--- config.mk ---
export PLATFORM = sky130hd
export DESIGN_NAME = branch_unit
export DESIGN_NICKNAME = d
export VERILOG_FILES = /design/src/hw/rv_id_pkg.sv /design/src/hw/branch_unit.sv
export SDC_FILE = /design/constraint.sdc
export NUM_CORES = 1
export LEC_CHECK = 0
export BUFFER_PORTS_ARGS = -buffer_cell sky130_fd_sc_hd__buf_2
export CORE_UTILIZATION = 55
export DETAILED_ROUTE_END_ITERATION = 6
export PLACE_DENSITY = 0.95
export SLEW_MARGIN = 20
export SYNTH_ARGS = -nofsm -noshare
export SYNTH_HDL_FRONTEND = slang
export SYNTH_SLANG_ARGS = --single-unit
--- constraint.sdc ---
create_clock -name vclk -period 5.58
set_input_delay 0.558 -clock vclk [all_inputs]
set_output_delay 0.558 -clock vclk [all_outputs]
set_load 0.05 [all_outputs]
--- src/hw/rv_id_pkg.sv ---
// rv64i decode stage shared widths, opcodes and bus structs
package rv_id_pkg;

  typedef logic [63:0] xlen_t;
  typedef logic [63:0] pc_t;
  typedef logic [31:0] inst_t;
  typedef logic [4:0]  gpr_idx_t;

  typedef enum logic [6:0] {
    opc_load       = 7'b0000011,
    opc_op_imm     = 7'b0010011,
    opc_auipc      = 7'b0010111,
    opc_op_imm_32  = 7'b0011011,
    opc_store      = 7'b0100011,
    opc_op         = 7'b0110011,
    opc_lui        = 7'b0110111,
    opc_op_32      = 7'b0111011,
    opc_branch     = 7'b1100011,
    opc_jalr       = 7'b1100111,
    opc_jal        = 7'b1101111
  } opcode_e;

  typedef enum logic [4:0] {
    alu_add, alu_sub, alu_sll, alu_slt, alu_sltu, alu_xor,
    alu_srl, alu_sra, alu_or, alu_and, alu_pass_b
  } alu_op_e;

  // branch codes follow funct3, jumps fill the unused slots
  typedef enum logic [2:0] {
    br_beq = 3'b000, br_bne = 3'b001, br_jal = 3'b010, br_jalr = 3'b011,
    br_blt = 3'b100, br_bge = 3'b101, br_bltu = 3'b110, br_bgeu = 3'b111
  } br_func_e;

  // load/store size and sign, same as funct3
  typedef enum logic [2:0] {
    mem_b = 3'b000, mem_h = 3'b001, mem_w = 3'b010, mem_d = 3'b011,
    mem_bu = 3'b100, mem_hu = 3'b101, mem_wu = 3'b110
  } mem_op_e;

  localparam logic       SRC1_RS1  = 1'b0;
  localparam logic       SRC1_PC   = 1'b1;
  localparam logic [1:0] SRC2_RS2  = 2'd0;
  localparam logic [1:0] SRC2_IMM  = 2'd1;
  localparam logic [1:0] SRC2_FOUR = 2'd2;

  typedef struct packed {
    logic       alu_src1_sel;
    logic [1:0] alu_src2_sel;
    logic       word_cut;     // 32-bit w form
    alu_op_e    alu_op;
    logic       gpr_wen;
    logic       mem_ren;
    logic       mem_wen;
    mem_op_e    mem_op;
    logic       invalid;
  } ctrl_t;

  typedef struct packed {
    inst_t inst;
    pc_t   pc;
  } fs_to_ds_t;

  typedef struct packed {
    xlen_t    rs1_data;
    xlen_t    rs2_data;
    xlen_t    imm;
    pc_t      pc;
    gpr_idx_t rd;
    ctrl_t    ctrl;
  } ds_to_es_t;

  typedef struct packed {
    logic taken;
    logic sel;
    pc_t  target;
  } br_bus_t;

  typedef struct packed {
    logic     wen;
    gpr_idx_t waddr;
    xlen_t    wdata;
  } wb_to_rf_t;

  // zero index means no pending write in that stage
  typedef struct packed {
    gpr_idx_t es_rd;
    gpr_idx_t ms_rd;
    gpr_idx_t ws_rd;
  } inflight_rd_t;

endpackage

--- src/hw/branch_unit.sv ---
// branch and jump resolution, condition check and target address
`timescale 1ns/100ps

module branch_unit import rv_id_pkg::*; (
  input  logic     i_valid,
  input  pc_t      i_pc,
  input  xlen_t    i_imm,
  input  xlen_t    i_rs1data,
  input  xlen_t    i_rs2data,
  input  logic     i_bren,
  input  br_func_e i_brfunc,
  output logic     o_br_sel,
  output pc_t      o_br_target
);

  logic  eq;
  logic  lt_s;
  logic  lt_u;
  logic  cond;
  xlen_t jalr_sum;

  assign eq   = (i_rs1data == i_rs2data);
  assign lt_s = ($signed(i_rs1data) < $signed(i_rs2data));
  assign lt_u = (i_rs1data < i_rs2data);

  always_comb begin
    case (i_brfunc)
      br_beq:  cond = eq;
      br_bne:  cond = ~eq;
      br_blt:  cond = lt_s;
      br_bge:  cond = ~lt_s;
      br_bltu: cond = lt_u;
      br_bgeu: cond = ~lt_u;
      default: cond = 1'b1;  // jal, jalr
    endcase
  end

  assign jalr_sum    = i_rs1data + i_imm;
  assign o_br_target = (i_brfunc == br_jalr) ? {jalr_sum[63:1], 1'b0} : i_pc + i_imm;
  assign o_br_sel    = i_valid & i_bren & cond;

endmodule

## Word-level counts from Yosys, hierarchy flattened

Index checks and enable logic that the tools add are counted.
Widths: inputs -> output; s select.

| operators by class | value |
|---|---|
| add/subtract/negate cells | 2 |
| order comparisons | 2 |
| muxes and demuxes | 2 |
| reductions and logical operators | 1 |
| equal/unequal tests | 7 |
| bitwise logic cells | 5 |

Operators by type and width:

| cell | count |
|---|---|
| $add 64x64->64 | 2 |
| $lt 64x64->1 | 2 |
| $eq 64x64->1 | 1 |
| $mux 64 | 1 |
| $eq 3x3->1 const B | 4 |
| $pmux 1 s6 | 1 |
| $eq 3x1->1 const B | 1 |
| $eq 3x2->1 const B | 1 |
| $logic_not 3->1 | 1 |
| $not 1->1 | 3 |
| $and 1x1->1 | 2 |

| storage, ports and cells | value |
|---|---|
| word-level logic and storage cells | 19 |
| register bits | 0 |
| output and inout port bits | 65 |
| input port bits | 261 |

## Longest topological paths before layout

| logic depth | value |
|---|---|
| depth in word-level cells | 4 |
| gate-level depth with buffers | 14 |
| gate-level depth less buffers | 14 |

## Worst setup path after synthesis

Ideal clock, no wire load.

| timing | value |
|---|---|
| path type | input-to-output |
| start | input i_pc[0] |
| end | output o_br_target[58] |
| required time | 5022 ps |
| stages | 14 |
| setup slack | 1003 ps |
| buffers on the path | 0 |
| arrival | 4019 ps |
| cells stage by stage | ha_1 -> inv_1 -> fa_1 -> and2b_1 -> o31ai_1 -> a2111oi_0 -> o211ai_1 -> a31oi_2 -> nand2_1 -> nand2_1 -> a31oi_1 -> o21bai_1 -> xnor2_1 -> o21ai_0 |

| between the ends | value |
|---|---|
| longest elaborated chain between the ends | 2 |

Ends and longest elaborated chain:

| what | RTL line | source |
|---|---|---|
| start, declared | branch_unit.sv:6 | `input pc_t i_pc,` |
| $add 64x64->64 | branch_unit.sv:39 | `assign o_br_target = (i_brfunc == br_jalr) ? {jalr_sum[63:1], 1'b0} : i_pc + i_imm;` |
| $mux 64 | branch_unit.sv:39 |  |
| end, declared | branch_unit.sv:13 | `output pc_t o_br_target` |

Every way passes these cells.

## Worst setup path in the final report

| timing | value |
|---|---|
| start | input i_imm[0] |
| end | output o_br_target[62] |

| between the ends | value |
|---|---|
| longest elaborated chain between the ends | 2 |
| elaborated cells on any way between the ends | 3 |
| those cells by class | 2 x add/sub; 1 x mux |

Ends and longest elaborated chain:

| what | RTL line | source |
|---|---|---|
| start, declared | branch_unit.sv:7 | `input xlen_t i_imm,` |
| $add 64x64->64 (on tied branches) | branch_unit.sv:39, branch_unit.sv:38 |  |
| $mux 64 * | branch_unit.sv:39 |  |

Mark *: on every way between the ends. The rest lies on a longest branch, timed or not.

==> qor.txt <==
outcome -> finished, violations left
failing checks -> DRC
critical path's largest stage delay -> 680 ps
commonest non-fill, non-tap cells in the layout -> buf_2 (326), a21oi_1 (189), ha_1 (189)
Fillers -> 1,454
Overflow after GRT -> 0
synth unique cells -> 67
post-synth top area cell -> ha_1
Yosys top cell area share -> 25.6%
Seq/Total Area, Yosys -> 0%
Non-Filler Instances -> 1,872
vias in the first global route -> 11,403
final wirelength -> 33.5 mm
CP Launch Type -> input pin
final setup fails -> 0
HP Class -> in -> out
clkbuf count -> 0
period utilization -> 92.2%
Seq Cell Count -> 0
largest net degree at the start of global routing -> 55
Cell Area, Synth -> 9240 um2
die extent in x -> 132 um
drt wl/cell -> 17.9 um
Area Growth Syn to Fin -> 18.9%
die area -> 17,300 um2
Iteration-0 DRC Markers -> 851
Post-DRT Antenna Nets -> 0
design area -> 11,000 um2
multi-input combinational cell area -> 8700 um2
gpl congestion -> 1.07
Max-Cap Viols -> 0
Starting Density -> 56.1%
via density per instance -> 6.33
DPL Wire Length -> 28.7 mm
drt pass-1 iters -> 7
setup repair bufs after CTS -> 0
slew margin rel. -> 27.5%
leading cell type in the layout, fill and taps excluded -> buf_2
CP Capture Type -> output port
critical path type -> in -> out
Tmin final -> 5140 ps
Cell Area, Placed -> 11,000 um2
CP max stage cell -> a2111oi_0
Seq. cell area -> 0 um2
Total GRT Usage -> 36.7%
Worst-Margin Slew -> 1090 ps
Ports -> 326
final setup TNS -> 0 ps
fmax -> 194 MHz
Worst EP arrival -> 4590 ps
IO buf count -> 326
DR vias -> 11,858
post-route DRC violation count -> 6
Mapped Nets -> 1,824
post-synthesis instance total -> 1,372
Lkg Pwr -> 5.96 nW
unrepaired setup endpoints after global routing -> false
layout cells sized above 1 -> 21.1%
Peak supply drop -> 0.000135 V
PwrDens -> 158 nW/um2
Worst Path Max Fanout -> 5
hold_buf cts -> 0
Slew Limit Fails -> 0
# nets final -> 2,103
Placed Cells incl. Taps -> 1,868
initial antenna violation count -> 4
first-pass GRT wire length -> 53.3 mm
CTS resizes -> 0
largest cells by area after synthesis -> ha_1 (26%), a21oi_1 (10%), a21o_1 (8.4%)
die height -> 132 um
# rows -> 47
core area -> 16,500 um2
Util after Layout -> 66.7%
Yosys warning count -> 0
Req. time, crit path -> 5020 ps
Avg Synthesized Cell Area -> 6.73 um2
Hold Vio Cnt, Final -> 0
CP Cell Sequence -> buf_2, ha_1, inv_1, fa_1, and2b_1, o31ai_1, a2111oi_0, o211ai_1, a31oi_2, nand2_1, nand2_1, a31oi_1, o31ai_1, xnor2_1, mux2i_1, buf_2
Final Hold Slack -> 1550 ps
==> final timing paths <==
check,endpoint,cells after the start,start
setup / recovery,o_br_target[62],16,i_imm[0]
hold / removal,o_br_sel,4,i_valid
==> power by group <==
part / internal (mW) / switching, mW / total, mW
Combinational: 0.596 / 1.14 / 1.74
Clock: 0.0000000719 / 0 / 0.0000000720
Sequential: 0 / 0 / 0
Total: 0.596 / 1.14 / 1.74
==> cell type report <==
cell class | count | area share [%]
repair buffers | 328 | 15.1
well taps | 220 | 2.50
diodes | 3 | 0.0683
multi-input cells | 1226 | 79.1
inverters | 95 | 3.24
==> stage by stage <==
step                      setup WS [ps]  total power, mW
after detailed placement            596             1.69
after CTS                           568             1.70
after global placement              692             1.66
final                               436             1.74
after floorplan                    1000             1.25
after global routing                320             1.86
==> synthesized netlist by cell type (6+ instances only) <==
cell	number
o21ai_0	92
nor2_1	99
inv_1	95
a221o_1	6
o21a_1	9
a21o_1	104
a31oi_1	16
nand3_1	27
and3_1	9
nand2b_1	21
o211ai_1	11
ha_1	189
nor2b_1	15
a211oi_1	14
a21oi_1	189
or3_1	11
o21bai_1	18
nor3_1	13
xor2_1	54
nand2_1	114
xnor2_1	63
and2_1	9
a31o_2	8
clkbuf_1	45
nand4_1	38
==> logic make-up (layout without fill, tap and decap cells) <==
| kind of cell | count (synthesis) | after routing | share of synthesized area, % |
|---|---|---|---|
| other | 0 | 3 | 0 |
| XOR/XNOR | 117 | 117 | 11.1 |
| adder cells (fa/ha/maj) | 191 | 191 | 26.0 |
| multiplexers | 4 | 4 | 0.433 |
| AND/OR/NAND/NOR | 386 | 386 | 20.2 |
| buffers and inverters | 146 | 423 | 5.96 |
| AO/OA/AOI/OAI | 528 | 528 | 36.2 |
==> critical path: cells and delay by family <==
family / cells / cell delay (ps)
XOR/XNOR: 1 / 100
adder cells (fa/ha/maj): 2 / 570
AND/OR/NAND/NOR: 3 / 600
multiplexers: 1 / 130
AO/OA/AOI/OAI: 6 / 2180
buffers and inverters: 3 / 450
==> per-layer routing <==
| metal | vias to the layer above | GRT usage [%] | part of all wire (%) |
|---|---|---|---|
| met5 | - | 0 | 0 |
| met2 | 762 | 66.3 | 48 |
| met1 | 5309 | 42.2 | 38 |
| met3 | 153 | 3.97 | 8.3 |
| li1 | 5634 | - | - |
| met4 | 0 | 19.4 | 5.4 |
No activity file was read; power rests on OpenSTA's default activity.
