### src/hw/rv_id_pkg.sv
// rv64i decode stage shared widths, opcodes and bus structs
package rv_id_pkg;

  typedef logic [63:0] xlen_t;
  typedef logic [63:0] pc_t;
  typedef logic [31:0] inst_t;
  typedef logic [4:0]  gpr_idx_t;

  typedef enum logic [6:0] {
    opc_load       = 7'b0000011,
    opc_op_imm     = 7'b0010011,
    opc_auipc      = 7'b0010111,
    opc_op_imm_32  = 7'b0011011,
    opc_store      = 7'b0100011,
    opc_op         = 7'b0110011,
    opc_lui        = 7'b0110111,
    opc_op_32      = 7'b0111011,
    opc_branch     = 7'b1100011,
    opc_jalr       = 7'b1100111,
    opc_jal        = 7'b1101111
  } opcode_e;

  typedef enum logic [4:0] {
    alu_add, alu_sub, alu_sll, alu_slt, alu_sltu, alu_xor,
    alu_srl, alu_sra, alu_or, alu_and, alu_pass_b
  } alu_op_e;

  // branch codes follow funct3, jumps fill the unused slots
  typedef enum logic [2:0] {
    br_beq = 3'b000, br_bne = 3'b001, br_jal = 3'b010, br_jalr = 3'b011,
    br_blt = 3'b100, br_bge = 3'b101, br_bltu = 3'b110, br_bgeu = 3'b111
  } br_func_e;

  // load/store size and sign, same as funct3
  typedef enum logic [2:0] {
    mem_b = 3'b000, mem_h = 3'b001, mem_w = 3'b010, mem_d = 3'b011,
    mem_bu = 3'b100, mem_hu = 3'b101, mem_wu = 3'b110
  } mem_op_e;

  localparam logic       SRC1_RS1  = 1'b0;
  localparam logic       SRC1_PC   = 1'b1;
  localparam logic [1:0] SRC2_RS2  = 2'd0;
  localparam logic [1:0] SRC2_IMM  = 2'd1;
  localparam logic [1:0] SRC2_FOUR = 2'd2;

  typedef struct packed {
    logic       alu_src1_sel;
    logic [1:0] alu_src2_sel;
    logic       word_cut;     // 32-bit w form
    alu_op_e    alu_op;
    logic       gpr_wen;
    logic       mem_ren;
    logic       mem_wen;
    mem_op_e    mem_op;
    logic       invalid;
  } ctrl_t;

  typedef struct packed {
    inst_t inst;
    pc_t   pc;
  } fs_to_ds_t;

  typedef struct packed {
    xlen_t    rs1_data;
    xlen_t    rs2_data;
    xlen_t    imm;
    pc_t      pc;
    gpr_idx_t rd;
    ctrl_t    ctrl;
  } ds_to_es_t;

  typedef struct packed {
    logic taken;
    logic sel;
    pc_t  target;
  } br_bus_t;

  typedef struct packed {
    logic     wen;
    gpr_idx_t waddr;
    xlen_t    wdata;
  } wb_to_rf_t;

  // zero index means no pending write in that stage
  typedef struct packed {
    gpr_idx_t es_rd;
    gpr_idx_t ms_rd;
    gpr_idx_t ws_rd;
  } inflight_rd_t;

endpackage

### src/hw/gpr_file.sv
// general register file with two async read ports and one write port, x0 reads zero
`timescale 1ns/100ps

module gpr_file import rv_id_pkg::*; #(
  parameter int NUM_GPRS = 32
) (
  input  logic      i_clk,
  input  logic      i_rst_n,
  input  gpr_idx_t  i_raddr1,
  input  gpr_idx_t  i_raddr2,
  output xlen_t     o_rdata1,
  output xlen_t     o_rdata2,
  input  wb_to_rf_t i_wb
);

  xlen_t regs [NUM_GPRS];
  logic  rd1_ok;
  logic  rd2_ok;
  logic  wr_ok;

  assign rd1_ok = (i_raddr1 != '0) && (i_raddr1 < NUM_GPRS);
  assign rd2_ok = (i_raddr2 != '0) && (i_raddr2 < NUM_GPRS);
  assign wr_ok  = i_wb.wen && (i_wb.waddr != '0) && (i_wb.waddr < NUM_GPRS);

  always_ff @(posedge i_clk) begin
    if (!i_rst_n) begin
      for (int i = 0; i < NUM_GPRS; i++) begin
        regs[i] <= '0;
      end
    end else if (wr_ok) begin
      regs[i_wb.waddr] <= i_wb.wdata;
    end
  end

  // no bypass of a same cycle write
  assign o_rdata1 = rd1_ok ? regs[i_raddr1] : '0;
  assign o_rdata2 = rd2_ok ? regs[i_raddr2] : '0;

endmodule

### config.mk
export PLATFORM = sky130hd
export DESIGN_NAME = gpr_file
export DESIGN_NICKNAME = d
export VERILOG_FILES = /design/src/hw/rv_id_pkg.sv /design/src/hw/gpr_file.sv
export SDC_FILE = /design/constraint.sdc
export NUM_CORES = 2
export LEC_CHECK = 0
export BUFFER_PORTS_ARGS = -buffer_cell sky130_fd_sc_hd__buf_2
export CAP_MARGIN = 20
export CORE_MARGIN = 3
export CORE_UTILIZATION = 46
export DETAILED_ROUTE_END_ITERATION = 7
export PLACE_DENSITY_LB_ADDON = 0.05
export REMOVE_ABC_BUFFERS = 1
export SLEW_MARGIN = 20
export SYNTH_ARGS = -nofsm -noshare
export SYNTH_HDL_FRONTEND = slang
export SYNTH_SLANG_ARGS = --single-unit
### constraint.sdc
create_clock -name i_clk -period 7.8 [get_ports i_clk]
set_input_delay 1.17 -clock i_clk [delete_from_list [all_inputs] [get_ports i_clk]]
set_output_delay 1.17 -clock i_clk [all_outputs]
set_load 0.02 [all_outputs]
# == Word-level counts from Yosys, hierarchy flattened ==
# Memory sizes are Yosys's and may differ from the RTL's.
# Cells that the tools add are included.
# op_classes
n_mux,9
n_reduce_logical,5
# ops
op,n
$mux W64,3
$reduce_or A64 Y1,1
$reduce_bool A5 Y1,3
$mux W1,5
$mux W5,1
$logic_and A1 B1 Y1,1
# totals
word_cells,15
input_bits,82
out_inout_bits,128
register_bits,0
mem_count,1
ram_bits,2048
# memory_table
name,words,word_bits,read_ports,rd_ports_with_merged_regs,write_ports,line,source
regs,32,64,2,0,32,gpr_file.sv:16,xlen_t regs [NUM_GPRS];

# == Depth between registers and ports, before layout ==
# logic_depth
ltp_word,7
depth_mapped,10
ltp_nobuf,5

# == Worst setup path before layout ==
# OpenSTA, ideal clock, no wires.
# synth_path
path_kind,input to register
start,input i_wb[68] (netlist name)
end,memory regs[10][0] (netlist name) (enable)
arrival_ns,6.321
path_stages,3
t_required_ns,7.226
path_buffers,1
setup_ns,0.574
path_slack_ns,0.905
cell_sequence,or3b_2 clkbuf_1 o21ai_0
# synth_rtl
item,line,source
from (decl),gpr_file.sv:13,input wb_to_rf_t i_wb
to (decl),gpr_file.sv:16,

# == Worst setup path after layout ==
# layout_path
start,input i_raddr1[2]
end,output o_rdata1[62]
# layout_between
elab_chain_cells,2
word_cells_on_any_way,3
classes_between,1 x mux; 1 x reduce/logical; 1 x memory
# layout_lines
item,line,source
from (decl),gpr_file.sv:9,"input gpr_idx_t i_raddr1,"
$mem_v2 Z32 W64 / $reduce_bool A5 Y1 (equally long branches),n/a,
$mux W64 (*),gpr_file.sv:36,assign o_rdata1 = rd1_ok ? regs[i_raddr1] : '0;
to (decl),gpr_file.sv:11,"output xlen_t o_rdata1,"
# Every way passes the cells marked *; elsewhere a longest branch is shown, timed or not.

==> reports/summary.log <==
[place] DP Wirelength 228,000 um
[timing] total negative setup slack 0 ns
[grt] global-route track usage on met3 0.0698
[grt] global router's overall resource usage 0.339
[setup_path] cell mode on critical path buf_2
[hold_path] path class of the lowest-slack min-delay path input port to flip-flop
[grt] Remaining Overflow, GRT 0
[grt] initial antenna violation count 65
[floorplanning] placeable core area 233,000 um2
[cells_and_area] Largest regs regs (2048)
[power_and_ir_drop] switching fraction of total power 0.261
[timing] number of endpoints with negative hold slack in the final report 0
[grt] number of global-route vias before repair 68.7k
[cells_and_area] most flop-heavy register regs
[timing] slew at the pin with the worst max-slew slack 1.24 ns
[cells_and_area] share of cells above drive strength 1 0.258
[cells_and_area] number of nets at the end of the flow 7,076
[power_and_ir_drop] PwrDens 223 nW/um2
[clock_tree] total clock buffers created by CTS 226
[setup_path] required arrival time at the worst endpoint 6.63 ns
[setup_path] cell family with most CP delay buffers and inverters
[logic_synthesis] main flop type after synthesis edfxtp_1
[logic_synthesis] post-synthesis cell count 7,028
[logic_synthesis] number of synthesized register bits 2,048
[clock_tree] CTS tree built
[timing] max frequency 165 MHz
[grt] met2 Resource Use GR 0.529
[floorplanning] die height 491 um
[power_and_ir_drop] leakage power 41.6 nW
[grt] layer with the highest usage after global routing met2
[clock_tree] number of buffers inserted by hold repair at cts 0
[logic_synthesis] register area share after synthesis 0.569
[logic_synthesis] cell area after technology mapping 108,000 um2
[power_and_ir_drop] clock power share 0.388
[grt] wire length of the first global-routing pass 568,000 um
[logic_synthesis] total number of yosys warnings 0
[setup_path] critical path startpoint category input port
[route] initial DRC count 10.3k
[logic_synthesis] share of synthesized flip-flops with an asynchronous set or reset 0
[power_and_ir_drop] Overall Power 26.8 mW
[logic_synthesis] Avg Inst Size Synth 15.4 um2
[floorplanning] number of placement rows 177
[clock_tree] total number of H-tree levels 4
[status] run status finished clean
[floorplanning] overall die width 491 um
[grt] GR Util met1 0.471
[route] detailed-route vias per instance 6.68
[power_and_ir_drop] highest ir drop seen on vdd 0.200 mV
[route] DRC violations left 0
[timing] setup violators final 0
[setup_path] Critical Path End Type output pin
[setup_path] Setup Crit Path Kind input port to output pin
[place] count of port buffers added during placement 209
[setup_path] crit-path max cell delay 0.92 ns
[clock_tree] CTS root buffer clkbuf_16
[timing] unrepaired setup endpoints after global routing no
[timing] worst hold margin 0.868 ns
[timing] Min Clock Period, post-route 6.06 ns
[clock_tree] deepest clock path buffer count 3
[floorplanning] Initial Utilization 0.464
[power_and_ir_drop] cell internal pwr 19.8 mW
[logic_synthesis] library cells used by synthesis 47
[timing] Final Max Tran Viols 0
[clock_tree] post-CTS setup-driven buffer insertion count 0
[logic_synthesis] EDFF count, synth 2,048
[setup_path] Critical Path, Cell by Cell buf_2 > inv_2 > buf_4 > nand3_4 > a22oi_1 > nor2_1 > buf_2
[setup_path] buffers and inverters on the worst path 4
[clock_tree] clock tree sinks 2,048
[route] DRT Wirelength 412,000 um
[setup_path] crit path max-delay cell type nand3_4
[timing] Max transition margin 0.172
[setup_path] worst-path maximum fanout 32
[cells_and_area] fin util 0.516
[grt] pin count of the biggest net entering global routing 105
[timing] post-route clock period utilization 0.776
[route] first-pass detailed-route iteration total 7
[clock_tree] clock transition at the register clock pins on the worst setup and hold paths after CTS 0.06 ns
[clock_tree] quantity of gates resized following cts 0
[power_and_ir_drop] power spent charging and discharging nets 7.01 mW
[route] Antenna Nets Post-Route 0
[power_and_ir_drop] proportion of power drawn by flip-flops and latches 0.485
[power_and_ir_drop] Gate power share 0.127
[run] # Max-Cap Violations 0
[floorplanning] boundary pin count 210
[cells_and_area] area added between synthesis and finish 11.3%
[place] Placer Congestion 0.826
[route] Via Count 69.1k
[route] post-DR wirelength/cell 39.9 um
[cells_and_area] Largest register FFs 2,048
[setup_path] crit path DAT 4.89 ns
[floorplanning] floorplan die area 241,000 um2
kinds of logic after synthesis:
kind of cell    count (synthesis)  share of synthesized area
compound gates                570                     0.0389
buf+inv                       766                     0.0310
flops                        2048                      0.569
mux                          1391                      0.235
other cells                     1                  0.0000347
simple gates                 2252                      0.126
synth_stat cells (3+ instances only):
| cell type | instances | area, um2 |
|---|---|---|
| o22a_1 | 6 | 52.6 |
| buf_6 | 22 | 248 |
| buf_2 | 103 | 515 |
| a211oi_1 | 11 | 82.6 |
| a21o_1 | 42 | 315 |
| o211ai_1 | 30 | 225 |
| nand3b_1 | 4 | 30.0 |
| o221ai_1 | 54 | 473 |
| mux4_2 | 906 | 20400 |
| and3_1 | 31 | 194 |
| buf_4 | 42 | 315 |
| edfxtp_1 | 2048 | 61500 |
| o2111ai_1 | 30 | 263 |
| mux2i_1 | 363 | 3630 |
| nand2_1 | 109 | 409 |
| nor3_1 | 4 | 20.0 |
| o21ai_0 | 41 | 205 |
| clkbuf_1 | 554 | 2080 |
| o22ai_1 | 100 | 626 |
| nor4_1 | 9 | 56.3 |
| mux2_2 | 122 | 1370 |
| buf_1 | 38 | 143 |
| a221oi_1 | 58 | 508 |
| nand2b_1 | 6 | 37.5 |
| a2111oi_0 | 12 | 105 |
| a22o_1 | 30 | 263 |
| a21oi_1 | 49 | 245 |
| or3b_2 | 3 | 26.3 |
| a22oi_1 | 74 | 556 |
| nor2_1 | 55 | 206 |
| a32oi_1 | 30 | 263 |
| nand3_1 | 21 | 105 |
| nor2b_1 | 14 | 87.6 |
| or2_2 | 4 | 25.0 |
| and2_1 | 1986 | 12400 |
cell type report:
type | count | area (um2)
fillers | 19100 | 113000
flip-flops and latches | 2048 | 61500
multi-input cells | 4277 | 44200
clock buffers | 276 | 5860
well taps | 3132 | 3920
repair buffers | 438 | 3600
clock inverters | 143 | 1150
diodes | 29 | 72.6
inverters | 3 | 15.0
metrics by stage:
| step | instances | cell area [um2] | setup WS, ns |
|---|---|---|---|
| after floorplan | 6328 | 105000 | 0.948 |
| after global placement | 9882 | 113000 | 1.93 |
| after detailed placement | 9894 | 113000 | 1.87 |
| after CTS | 10300 | 120000 | 1.88 |
| after global routing | 10300 | 120000 | 1.67 |
| final | 10300 | 120000 | 1.74 |
worst paths after layout:
kind	start	endpoint	slack, ns	cells after the start
max	i_raddr1[2]	o_rdata1[62]	1.74	7
min	i_wb[31]	regs[16][31]$_SDFFCE_PN0P_	0.87	2
power groups by stage:
stage	sequential, mW	combinational, mW	clock (mW)
after floorplan	13.2	1.71	0
after global placement	13.2	3.34	0
after detailed placement	13.2	3.35	0
after CTS	13.0	3.36	10.5
after global routing	13.1	3.50	10.9
final	13.0	3.39	10.4
layer usage:
metal,up-vias,routed length (um)
met4,20,16000
li1,27100,-
met2,4591,192000
met3,788,43800
met5,-,115
met1,36500,160000
cell usage in the layout, fill, tap and decap left out, types with 58 or more instances in the layout:
cell       instances
o22ai_1          100
buf_4            175
clkbuf_16        227
mux2i_1          363
a221oi_1          58
buf_2            200
mux2_2           122
a22oi_1           74
mux4_2           906
nand2_1          106
clkinv_1          69
and2_1          1985
edfxtp_1        2048
conb_1            64
Note: power is estimated with default switching activity, not from simulation.
