$ cat src/hw/rv_id_pkg.sv
// rv64i decode stage shared widths, opcodes and bus structs
package rv_id_pkg;

  typedef logic [63:0] xlen_t;
  typedef logic [63:0] pc_t;
  typedef logic [31:0] inst_t;
  typedef logic [4:0]  gpr_idx_t;

  typedef enum logic [6:0] {
    opc_load       = 7'b0000011,
    opc_op_imm     = 7'b0010011,
    opc_auipc      = 7'b0010111,
    opc_op_imm_32  = 7'b0011011,
    opc_store      = 7'b0100011,
    opc_op         = 7'b0110011,
    opc_lui        = 7'b0110111,
    opc_op_32      = 7'b0111011,
    opc_branch     = 7'b1100011,
    opc_jalr       = 7'b1100111,
    opc_jal        = 7'b1101111
  } opcode_e;

  typedef enum logic [4:0] {
    alu_add, alu_sub, alu_sll, alu_slt, alu_sltu, alu_xor,
    alu_srl, alu_sra, alu_or, alu_and, alu_pass_b
  } alu_op_e;

  // branch codes follow funct3, jumps fill the unused slots
  typedef enum logic [2:0] {
    br_beq = 3'b000, br_bne = 3'b001, br_jal = 3'b010, br_jalr = 3'b011,
    br_blt = 3'b100, br_bge = 3'b101, br_bltu = 3'b110, br_bgeu = 3'b111
  } br_func_e;

  // load/store size and sign, same as funct3
  typedef enum logic [2:0] {
    mem_b = 3'b000, mem_h = 3'b001, mem_w = 3'b010, mem_d = 3'b011,
    mem_bu = 3'b100, mem_hu = 3'b101, mem_wu = 3'b110
  } mem_op_e;

  localparam logic       SRC1_RS1  = 1'b0;
  localparam logic       SRC1_PC   = 1'b1;
  localparam logic [1:0] SRC2_RS2  = 2'd0;
  localparam logic [1:0] SRC2_IMM  = 2'd1;
  localparam logic [1:0] SRC2_FOUR = 2'd2;

  typedef struct packed {
    logic       alu_src1_sel;
    logic [1:0] alu_src2_sel;
    logic       word_cut;     // 32-bit w form
    alu_op_e    alu_op;
    logic       gpr_wen;
    logic       mem_ren;
    logic       mem_wen;
    mem_op_e    mem_op;
    logic       invalid;
  } ctrl_t;

  typedef struct packed {
    inst_t inst;
    pc_t   pc;
  } fs_to_ds_t;

  typedef struct packed {
    xlen_t    rs1_data;
    xlen_t    rs2_data;
    xlen_t    imm;
    pc_t      pc;
    gpr_idx_t rd;
    ctrl_t    ctrl;
  } ds_to_es_t;

  typedef struct packed {
    logic taken;
    logic sel;
    pc_t  target;
  } br_bus_t;

  typedef struct packed {
    logic     wen;
    gpr_idx_t waddr;
    xlen_t    wdata;
  } wb_to_rf_t;

  // zero index means no pending write in that stage
  typedef struct packed {
    gpr_idx_t es_rd;
    gpr_idx_t ms_rd;
    gpr_idx_t ws_rd;
  } inflight_rd_t;

endpackage

$ cat src/hw/id_issue_ctrl.sv
// decode stage flow control, holds the fetched instruction and checks source hazards
`timescale 1ns/100ps

module id_issue_ctrl import rv_id_pkg::*; (
  input  logic         i_clk,
  input  logic         i_rst_n,
  input  logic         i_fs_valid,
  input  fs_to_ds_t    i_fs_bus,
  output logic         o_ds_allowin,
  input  logic         i_es_allowin,
  output logic         o_es_valid,
  input  inflight_rd_t i_inflight,
  input  gpr_idx_t     i_rs1,
  input  gpr_idx_t     i_rs2,
  input  logic         i_br_sel,
  input  pc_t          i_br_target,
  output inst_t        o_inst,
  output pc_t          o_pc,
  output br_bus_t      o_br
);

  logic      ds_valid;
  fs_to_ds_t ds_bus;
  logic      hazard;
  logic      ready_go;
  logic      br_taken;

  // a nonzero pending rd matching either source
  function automatic logic rd_hit(gpr_idx_t rd, gpr_idx_t rs1, gpr_idx_t rs2);
    return (rd != '0) && ((rd == rs1) || (rd == rs2));
  endfunction

  assign hazard = rd_hit(i_inflight.es_rd, i_rs1, i_rs2)
               || rd_hit(i_inflight.ms_rd, i_rs1, i_rs2)
               || rd_hit(i_inflight.ws_rd, i_rs1, i_rs2);

  assign ready_go     = ~hazard;
  assign o_ds_allowin = ~ds_valid | (ready_go & i_es_allowin);
  assign o_es_valid   = ds_valid & ready_go;

  // no redirect when fetch is already on the target
  assign br_taken = i_br_sel & ready_go & (i_br_target != i_fs_bus.pc);
  assign o_br     = '{taken: br_taken, sel: i_br_sel, target: i_br_target};

  always_ff @(posedge i_clk) begin
    if (!i_rst_n) begin
      ds_valid <= 1'b0;
    end else if (o_ds_allowin) begin
      ds_valid <= i_fs_valid & ~br_taken; // squash wrong path
    end
  end

  // cleared at reset so an idle stage decodes to nothing
  always_ff @(posedge i_clk) begin
    if (!i_rst_n) begin
      ds_bus <= '0;
    end else if (i_fs_valid && o_ds_allowin) begin
      ds_bus <= i_fs_bus;
    end
  end

  assign o_inst = ds_bus.inst;
  assign o_pc   = ds_bus.pc;

endmodule

$ cat config.mk
export PLATFORM = sky130hd
export DESIGN_NAME = id_issue_ctrl
export DESIGN_NICKNAME = d
export VERILOG_FILES = /design/src/hw/rv_id_pkg.sv /design/src/hw/id_issue_ctrl.sv
export SDC_FILE = /design/constraint.sdc
export NUM_CORES = 1
export LEC_CHECK = 0
export BUFFER_PORTS_ARGS = -buffer_cell sky130_fd_sc_hd__buf_4
export CAP_MARGIN = 15
export CELL_PAD_IN_SITES_DETAIL_PLACEMENT = 1
export CELL_PAD_IN_SITES_GLOBAL_PLACEMENT = 2
export CORE_UTILIZATION = 24
export CTS_CLUSTER_SIZE = 12
export DETAILED_ROUTE_END_ITERATION = 8
export GPL_TIMING_DRIVEN = 0
export PLACE_DENSITY_LB_ADDON = 0.1
export SYNTH_ARGS = -nofsm -noshare
export SYNTH_HDL_FRONTEND = slang
export SYNTH_SLANG_ARGS = --single-unit
$ cat constraint.sdc
create_clock -name i_clk -period 5.7 [get_ports i_clk]
set_input_delay 0.57 -clock i_clk [delete_from_list [all_inputs] [get_ports i_clk]]
set_output_delay 0.57 -clock i_clk [all_outputs]
set_load 0.01 [all_outputs]
; ---- Word level (Yosys, flattened, before mapping)
; Cells that the tools add are included.
[classes]
reduce_logical = 12
bitwise_logic = 9
eq_ne = 7
[op_table]
columns = op, count
row1 = != test 64 bit, 1
row2 = equality test 5 bit, 6
row3 = nonzero test 5 bit, 3
row4 = bitwise AND 1 bit, 5
row5 = logical OR 1 bit, 5
row6 = logical AND 1 bit, 4
row7 = NOT 1 bit, 3
row8 = bitwise OR 1 bit, 1
[word_totals]
wordCells = 31
input_bits = 190
register_bits = 97
output_inout_bits = 164

; ---- Logic depth before layout (Yosys ltp)
; Gate-level depths: netlist of run 1.
[logic_depth]
word_depth = 10
ltp_mapped = 9
ltp_nobuf = 6

; ---- Worst setup path after synthesis of run 1
; OpenSTA, ideal clock, no wires.
[synth_timing]
path_type = input port to output port
from = input port i_inflight[6] in the netlist's numbering
to = output port o_br[65] in the netlist's numbering
arrival_time_ns = 1.830
path_stages = 5
path_buffers = 1
path_slack_ns = 3.300
required_ns = 5.130
path_cell_list = or4_1 nor2_1 o22ai_1 nor4b_1 buf_4
[synth_via]
elab_chain_cells = 8
elab_cells_between_ends = 10
cone_classes = 2 x eq/ne / 3 x bitwise / 5 x reduce/logical
[synth_rtl]
columns = item, line
row1 = "start, declared", id_issue_ctrl.sv:12  ; input inflight_rd_t i_inflight,
row2 = equality test 5 bit, id_issue_ctrl.sv:30  ; return (rd != '0) && ((rd == rs1) || (rd == rs2));
row3 = logical OR 1 bit, id_issue_ctrl.sv:30
row4 = logical AND 1 bit *, id_issue_ctrl.sv:30
row5 = logical OR 1 bit *, id_issue_ctrl.sv:34  ; || rd_hit(i_inflight.ms_rd, i_rs1, i_rs2)
row6 = logical OR 1 bit *, id_issue_ctrl.sv:35  ; || rd_hit(i_inflight.ws_rd, i_rs1, i_rs2);
row7 = NOT 1 bit *, id_issue_ctrl.sv:37  ; assign ready_go = ~hazard;
row8 = bitwise AND 1 bit * (2 in a row), id_issue_ctrl.sv:42  ; assign br_taken = i_br_sel & ready_go & (i_br_target != i_fs_bus.pc);
row9 = "end, declared", id_issue_ctrl.sv:19  ; output br_bus_t o_br
; Mark *: on every way between the ends. The rest lies on a longest branch, timed or not.

; ---- Worst setup path in the final report of run 1
[layout_timing]
from = input port i_fs_bus[16] in the netlist's numbering
to = output port o_br[65] in the netlist's numbering
[layout_via]
elab_chain_cells = 2
[layout_rtl]
columns = item, line
row1 = "start, declared", id_issue_ctrl.sv:8  ; input fs_to_ds_t i_fs_bus,
row2 = != test 64 bit, id_issue_ctrl.sv:42
row3 = bitwise AND 1 bit, id_issue_ctrl.sv:42
; No other way between the ends.

==> flow_metrics.py, run 1 <==
metrics = {
    "route": {
        "wl_met3_um": 1550,
        "drt_iter0_drc": 106,
        "drc": 0,
        "ant_nets": 0,
        "m1WireLength_um": 9740,
        "vias_per_cell": 4.24,
        "first_pass_iters": 4,
        "wl_per_cell_um": 17.6,
        "drt-total-wl_um": 22400,
        "dr.max_layer_used": "met4",
        "num_vias": 5420,
        "wl_met2_um": 11000,
    },
    "sta": {
        "fin_ws_ns": 2.51,
        "max_freq_mhz": 314,
        "drv_slew": 0,
        "setup_tns_ns": 0,
        "fin_skew_ns": 0.0108,
        "period_share_pct": 55.9,
        "min_period_ns": 3.19,
        "setup_viol": 0,
        "hold_violations": 0,
        "slew_headroom_pct": 39.9,
        "rsz0062_at_grt": "no",
        "worst_pin_slew_ns": 0.893,
    },
    "final_layout": {
        "finalNetCount": 1182,
        "n_antenna_cell": 0,
        "final_area_mm2": 0.00881,
        "utilization_pct": 39.9,
        "syn_to_final_growth_pct": 61.0,
        "drive_gt1_share_pct": 44.6,
    },
    "placement": {
        "place.port_buffers": 352,
        "dp.final_hpwl_um": 18700,
        "gp_congestion": 0.733,
        "placed_area_mm2": 0.00846,
        "dp_slack_ns": 2.53,
    },
    "yosys": {
        "synthTopCellsByArea": "dfxtp_1 35%, mux2i_1 18%, xor2_1 14%, nand2_1 13%, buf_4 9.9%",
        "ys_seq_area_share_pct": 35.5,
        "ys_types": 21,
        "synth_top_area_share_pct": 35.5,
        "synth_fp_nets": 819,
        "synth.largest_area_cell": "dfxtp_1",
        "syn_area_mm2": 0.00547,
        "syn-mean-instance-area_um2": 8.70,
        "synth_warnings": 0,
        "synth_seq_cells": 97,
        "netlist_instances": 629,
    },
    "grt": {
        "grt_use_total_pct": 19.0,
        "grt_pass1_vias": 5692,
        "grt_max_degree": 17,
        "antenna_found_initial": 0,
        "gr-total-overflow": 0,
        "grt_pass1_wl_um": 33300,
    },
    "cts": {
        "path_clk_slew_ns": 0.06,
        "clk_path_buf_depth": 2,
        "tritoncts": "done",
        "clock_sinks": 97,
        "cts_buffers": 9,
        "cts_root_buf": "clkbuf_16",
        "cts.repair.resized": 0,
        "htreeDepth": 3,
        "clk-insertion-delay-late_ns": 0.36,
        "holdBufCountCts": 0,
        "cts_setup_buffers": 0,
    },
    "hold_path": {
        "worstHoldPathType": "reg -> reg",
    },
    "critical_path": {
        "worst_path_dominant_cell_family": "simple AND/OR/NAND/NOR gates",
        "cp_common_cell": "buf_4",
        "start_kind": "input port",
        "critPathMaxFanout": 2,
        "crit_chain": "buf_4 > xor2_1 > nor4_1 > nand4_1 > nor4_1 > nor4b_1 > buf_4 > buf_4",
        "slowest_stage": "nor4_1",
        "critPathArrivalTime_ns": 2.62,
        "path_buf_inv": 3,
        "required_ns": 5.13,
        "max_stage_delay_ns": 0.78,
        "critPathKind": "in -> out",
        "critPathCaptureType": "output port",
    },
    "pwr": {
        "combPwrFrac_pct": 29.6,
        "powerDensity_mw_per_mm2": 240,
        "netSwitchingPower_uw": 607,
        "swShare_pct": 28.7,
        "p_int_uw": 1510,
        "power_uw": 2110,
        "sequentialPowerShare_pct": 36.5,
        "clkPwrFrac_pct": 33.9,
        "vdd_ir_drop_max_mv": 0.126,
        "p_leak_uw": 0.00447,
    },
    "floorplan": {
        "fp-row-count": 54,
        "die_h_um": 153,
        "dieArea_mm2": 0.0234,
        "start_util_pct": 24.8,
        "ios": 354,
        "die_x_um": 153,
        "core_mm2": 0.0221,
    },
    "outcome": {
        "status": "completed",
    },
    "job": {
        "drv_cap": 0,
    },
}
-- cells in the mapped netlist --
| master | number |
|---|---|
| nand2_1 | 194 |
| dfxtp_1 | 97 |
| mux2i_1 | 96 |
| xor2_1 | 88 |
| buf_4 | 72 |
| clkbuf_1 | 22 |
| nor4_1 | 17 |
| nor2_1 | 7 |
| nor3_1 | 6 |
| xnor2_1 | 6 |
| buf_12 | 4 |
| nand4_1 | 4 |
| a32oi_1 | 3 |
| or4_1 | 3 |
| inv_1 | 2 |
| o21ai_0 | 2 |
| o22ai_1 | 2 |
| buf_8 | 1 |
| nor3b_1 | 1 |
| nor4b_1 | 1 |
| o32ai_2 | 1 |
-- kinds of logic (layout without fill, tap and decap cells) --
kind of cell,Yosys count,in the layout,synth area share (%)
simple gates,233,233,17.4
buf+inv,101,469,13.3
flops,97,97,35.5
mux,96,96,17.6
xor+xnor,94,94,15.0
compound gates,8,8,1.19
-- power groups by stage --
stage / sequential [uW] / combinational, uW / clock, uW
6_report: 772 / 625 / 716
2_1_floorplan: 813 / 261 / 0
5_1_grt: 780 / 677 / 766
3_3_place_gp: 784 / 634 / 0
3_5_place_dp: 787 / 637 / 0
4_1_cts: 772 / 639 / 742
-- through the flow --
step | instances | hold slack (ns)
final | 1277 | 0.459
after CTS | 1277 | 0.445
after global placement | 1261 | 0.444
after global routing | 1277 | 0.456
after floorplan | 629 | 0.479
after detailed placement | 1261 | 0.451
-- placed cells by master, fill, tap and decap left out, types with 2 or more instances in the layout --
cell,instances
a32oi_1,3
buf_12,4
buf_4,424
bufinv_16,3
clkbuf_1,23
clkbuf_16,9
dfxtp_1,97
inv_1,2
mux2i_1,96
nand2_1,194
nand4_1,4
nor2_1,7
nor3_1,6
nor4_1,17
o21ai_0,2
o22ai_1,2
or4_1,3
xnor2_1,6
xor2_1,88
-- worst register-to-register path: cells and delay by family (launching register included) --
family          cells  cell delay, ns
compound gates      1            0.10
buf+inv             3            0.60
flops               1            0.33
mux                 1            0.20
-- flip-flops by register name, summed over array words and instances, names as in the netlist --
signal    flops
o_pc         64
o_inst       32
ds_valid      1
-- routing by layer --
metal,track usage [%],vias up
li1,-,2709
met1,23.0,2500
met2,33.3,202
met3,5.44,9
met4,4.04,0
met5,0,-
-- worst paths after layout --
kind | cells past startpoint | endpoint | slack, ns | from
worst min register to register | 2 | o_inst[6] | 0.46 | o_inst[6]
worst max register to register | 5 | o_pc[55] | 4.39 | ds_valid
worst min-delay path | 2 | o_inst[6] | 0.46 | o_inst[6]
worst max-delay path | 8 | o_br[65] | 2.51 | i_fs_bus[16]
-- layout make-up --
class	count	area, um2
plain buffers	99	718
clock buffers	10	229
clock inverters	6	115
fillers	2678	13300
inverters	2	7.51
multi-input cells	431	2800
flip-flops and latches	97	1940
well taps	280	350
repair buffers	352	2640
No activity file was read; power rests on OpenSTA's default activity.
==> run 2, diff against run 1 <==
--- a/config.mk
+++ b/config.mk
@@ -5,11 +5,12 @@
 export SDC_FILE = /design/constraint.sdc
 export NUM_CORES = 1
 export LEC_CHECK = 0
+export ABC_AREA = 1
 export BUFFER_PORTS_ARGS = -buffer_cell sky130_fd_sc_hd__buf_4
 export CAP_MARGIN = 15
 export CELL_PAD_IN_SITES_DETAIL_PLACEMENT = 1
 export CELL_PAD_IN_SITES_GLOBAL_PLACEMENT = 2
-export CORE_UTILIZATION = 24
+export CORE_UTILIZATION = 23
 export CTS_CLUSTER_SIZE = 12
 export DETAILED_ROUTE_END_ITERATION = 8
 export GPL_TIMING_DRIVEN = 0
==> constraint.sdc (replaced) <==
create_clock -name i_clk -period 3.1 [get_ports i_clk]
set_input_delay 0.31 -clock i_clk [delete_from_list [all_inputs] [get_ports i_clk]]
set_output_delay 0.31 -clock i_clk [all_outputs]
set_load 0.01 [all_outputs]
==> flow_metrics.py, run 2 <==
metrics = {
    "sta": {
        "min_period_ns": 2.22,
        "rsz0062_at_grt": "no",
        "slew_headroom_pct": 49.3,
        "hold_violations": 0,
        "fin_ws_ns": 0.877,
        "max_freq_mhz": 450,
        "fin_skew_ns": 0.0111,
        "setup_viol": 0,
        "setup_tns_ns": 0,
        "period_share_pct": 71.7,
        "worst_pin_slew_ns": 0.761,
        "drv_slew": 0,
    },
    "yosys": {
        "synth_top_family_by_area": "simple AND/OR/NAND/NOR gates",
        "synthTopCellsByArea": "dfxtp_1 29%, nand3_2 11%, nand2_1 10%, nor2_1 8.1%, buf_4 7.5%",
        "synthArstFlopShare_pct": 0,
        "synth_seq_cells": 97,
        "syn-mean-instance-area_um2": 7.00,
        "synth-adder-area-share_pct": 0,
        "ys.flop_type": "dfxtp_1",
        "yosys.cell_count.top_type": "nand2_1",
        "synth_warnings": 0,
        "ys_types": 27,
        "synth_fp_nets": 1139,
        "synthMuxAreaShare_pct": 0,
        "synth_top_area_share_pct": 29.2,
        "ys_seq_area_share_pct": 29.2,
        "synth_compound_area_share_pct": 8.41,
        "netlist_instances": 949,
        "synth-simple-area-share_pct": 32.7,
        "synthXorXnorAreaFrac_pct": 9.76,
        "synth.largest_area_cell": "dfxtp_1",
        "synth_edf_count": 0,
        "syn_area_mm2": 0.00664,
        "synth.top_cells.by_count": "178 x nand2_1, 144 x nor2_1, 116 x inv_1",
    },
    "pwr": {
        "sequentialPowerShare_pct": 35.7,
        "powerDensity_mw_per_mm2": 394,
        "combPwrFrac_pct": 32.2,
        "netSwitchingPower_uw": 1230,
        "vdd_ir_drop_max_mv": 0.242,
        "p_leak_uw": 0.00540,
        "p_int_uw": 2740,
        "swShare_pct": 31.0,
        "clkPwrFrac_pct": 32.1,
    },
    "route": {
        "drt_iter0_drc": 172,
        "first_pass_iters": 4,
        "ant_nets": 0,
        "drc": 0,
        "drt-total-wl_um": 24600,
        "num_vias": 6913,
        "wl_per_cell_um": 14.5,
        "vias_per_cell": 4.08,
    },
    "grt": {
        "grt_use_total_pct": 16.2,
        "top_usage_layer": "met2",
        "grt_pass1_wl_um": 36900,
        "grt_util_met1_pct": 20.0,
        "antenna_found_initial": 0,
        "grt_util_met3_pct": 4.58,
        "grt.met2_usage_pct": 28.2,
        "grt_pass1_vias": 6951,
        "gr-total-overflow": 0,
        "grt_max_degree": 17,
    },
    "placement": {
        "placed_area_mm2": 0.00975,
        "place.port_buffers": 351,
        "gp_congestion": 0.743,
        "dp.final_hpwl_um": 19900,
        "dp_slack_ns": 0.840,
    },
    "final_layout": {
        "syn_to_final_growth_pct": 51.8,
        "layout_common_cells": "417 x buf_4, 178 x nand2_1, 144 x nor2_1",
        "n_antenna_cell": 0,
        "fill_cells": 3613,
        "final_area_mm2": 0.0101,
        "utilization_pct": 35.9,
        "finalNetCount": 1501,
        "drive_gt1_share_pct": 42.8,
        "largest_reg_flops": 64,
        "mostFrequentLayoutCell": "buf_4",
    },
    "cts": {
        "cts.repair.resized": 0,
        "clk-insertion-delay-late_ns": 0.36,
        "tritoncts": "done",
        "holdBufCountCts": 0,
        "htreeDepth": 3,
        "path_clk_slew_ns": 0.08,
        "clk_path_buf_depth": 2,
        "clock_sinks": 97,
        "cts_root_buf": "clkbuf_16",
        "cts_buffers": 9,
        "cts_setup_buffers": 0,
    },
    "job": {
        "drv_cap": 0,
    },
    "floorplan": {
        "start_util_pct": 23.6,
        "die_x_um": 172,
        "die_h_um": 172,
        "dieArea_mm2": 0.0295,
        "core_mm2": 0.0281,
        "fp-row-count": 61,
        "ios": 354,
    },
    "critical_path": {
        "critPathCaptureType": "output port",
        "start_kind": "input port",
        "critPathMaxFanout": 3,
        "required_ns": 2.79,
        "critPathKind": "in -> out",
        "critPathArrivalTime_ns": 1.91,
    },
    "outcome": {
        "status": "completed",
    },
    "hold_path": {
        "worstHoldPathType": "in -> reg",
    },
}
==> run 2: power by group through the flow <==
| stage | clock network, uW | logic, uW | registers, uW |
|---|---|---|---|
| finish | 1280 | 1280 | 1420 |
| global route | 1370 | 1420 | 1430 |
| CTS | 1320 | 1310 | 1420 |
| detailed placement | 0 | 1310 | 1450 |
| global placement | 0 | 1300 | 1440 |
| floorplan | 0 | 611 | 1490 |
==> run 2: logic make-up (layout without fill, tap and decap cells) <==
group / Yosys count / count (layout)
and+or+nand+nor: 439 / 439
buffers and inverters: 240 / 607
AOI/OAI and AO/OA: 99 / 99
DFF: 97 / 97
xor gates and xnor gates: 74 / 74
==> run 2: area by class of cell <==
class,instances,area (um2),area share [%]
plain buffers,119,868,8.62
repair buffers,351,2640,26.2
flip-flops and latches,97,1940,19.3
clock buffers,11,243,2.41
clock inverters,5,85.1,0.845
multi-input cells,612,3370,33.5
inverters,121,454,4.51
well taps,378,473,4.69
==> run 2: through the flow <==
stage          hold slack [ns]  std cells  total power, uW
6_report                 0.269       1694             3970
5_1_grt                  0.282       1694             4210
4_1_cts                  0.257       1694             4050
3_5_place_dp             0.474       1678             2750
3_3_place_gp             0.459       1678             2740
2_1_floorplan            0.513        949             2100
==> run 2: worst paths after layout <==
kind	end	cells after the start	startpoint	slack, ns
worst min-delay path	o_pc[17]	5	i_fs_bus[17]	0.27
worst max-delay path	o_br[65]	12	i_fs_bus[62]	0.88
worst min register to register	o_inst[26]	2	o_inst[26]	0.48
worst max register to register	o_pc[30]	6	ds_valid	2.00
==> run 2: critical path, stage by stage <==
cell,delay [ns]
buf_4,0.11
or2_2,0.28
a21oi_1,0.19
nand2_1,0.08
nor2_1,0.17
nand2_1,0.09
nor2_1,0.17
nand2_1,0.11
nand3_1,0.10
inv_1,0.04
buf_4,0.12
buf_4,0.14
==> run 2: routing by layer <==
layer / part of all wire (%) / up-vias / routed length (um)
met5: 0 / - / 0
met4: 0.55 / 0 / 136
met3: 7.4 / 9 / 1830
met1: 43 / 3154 / 10600
li1: - / 3559 / -
met2: 49 / 191 / 12000
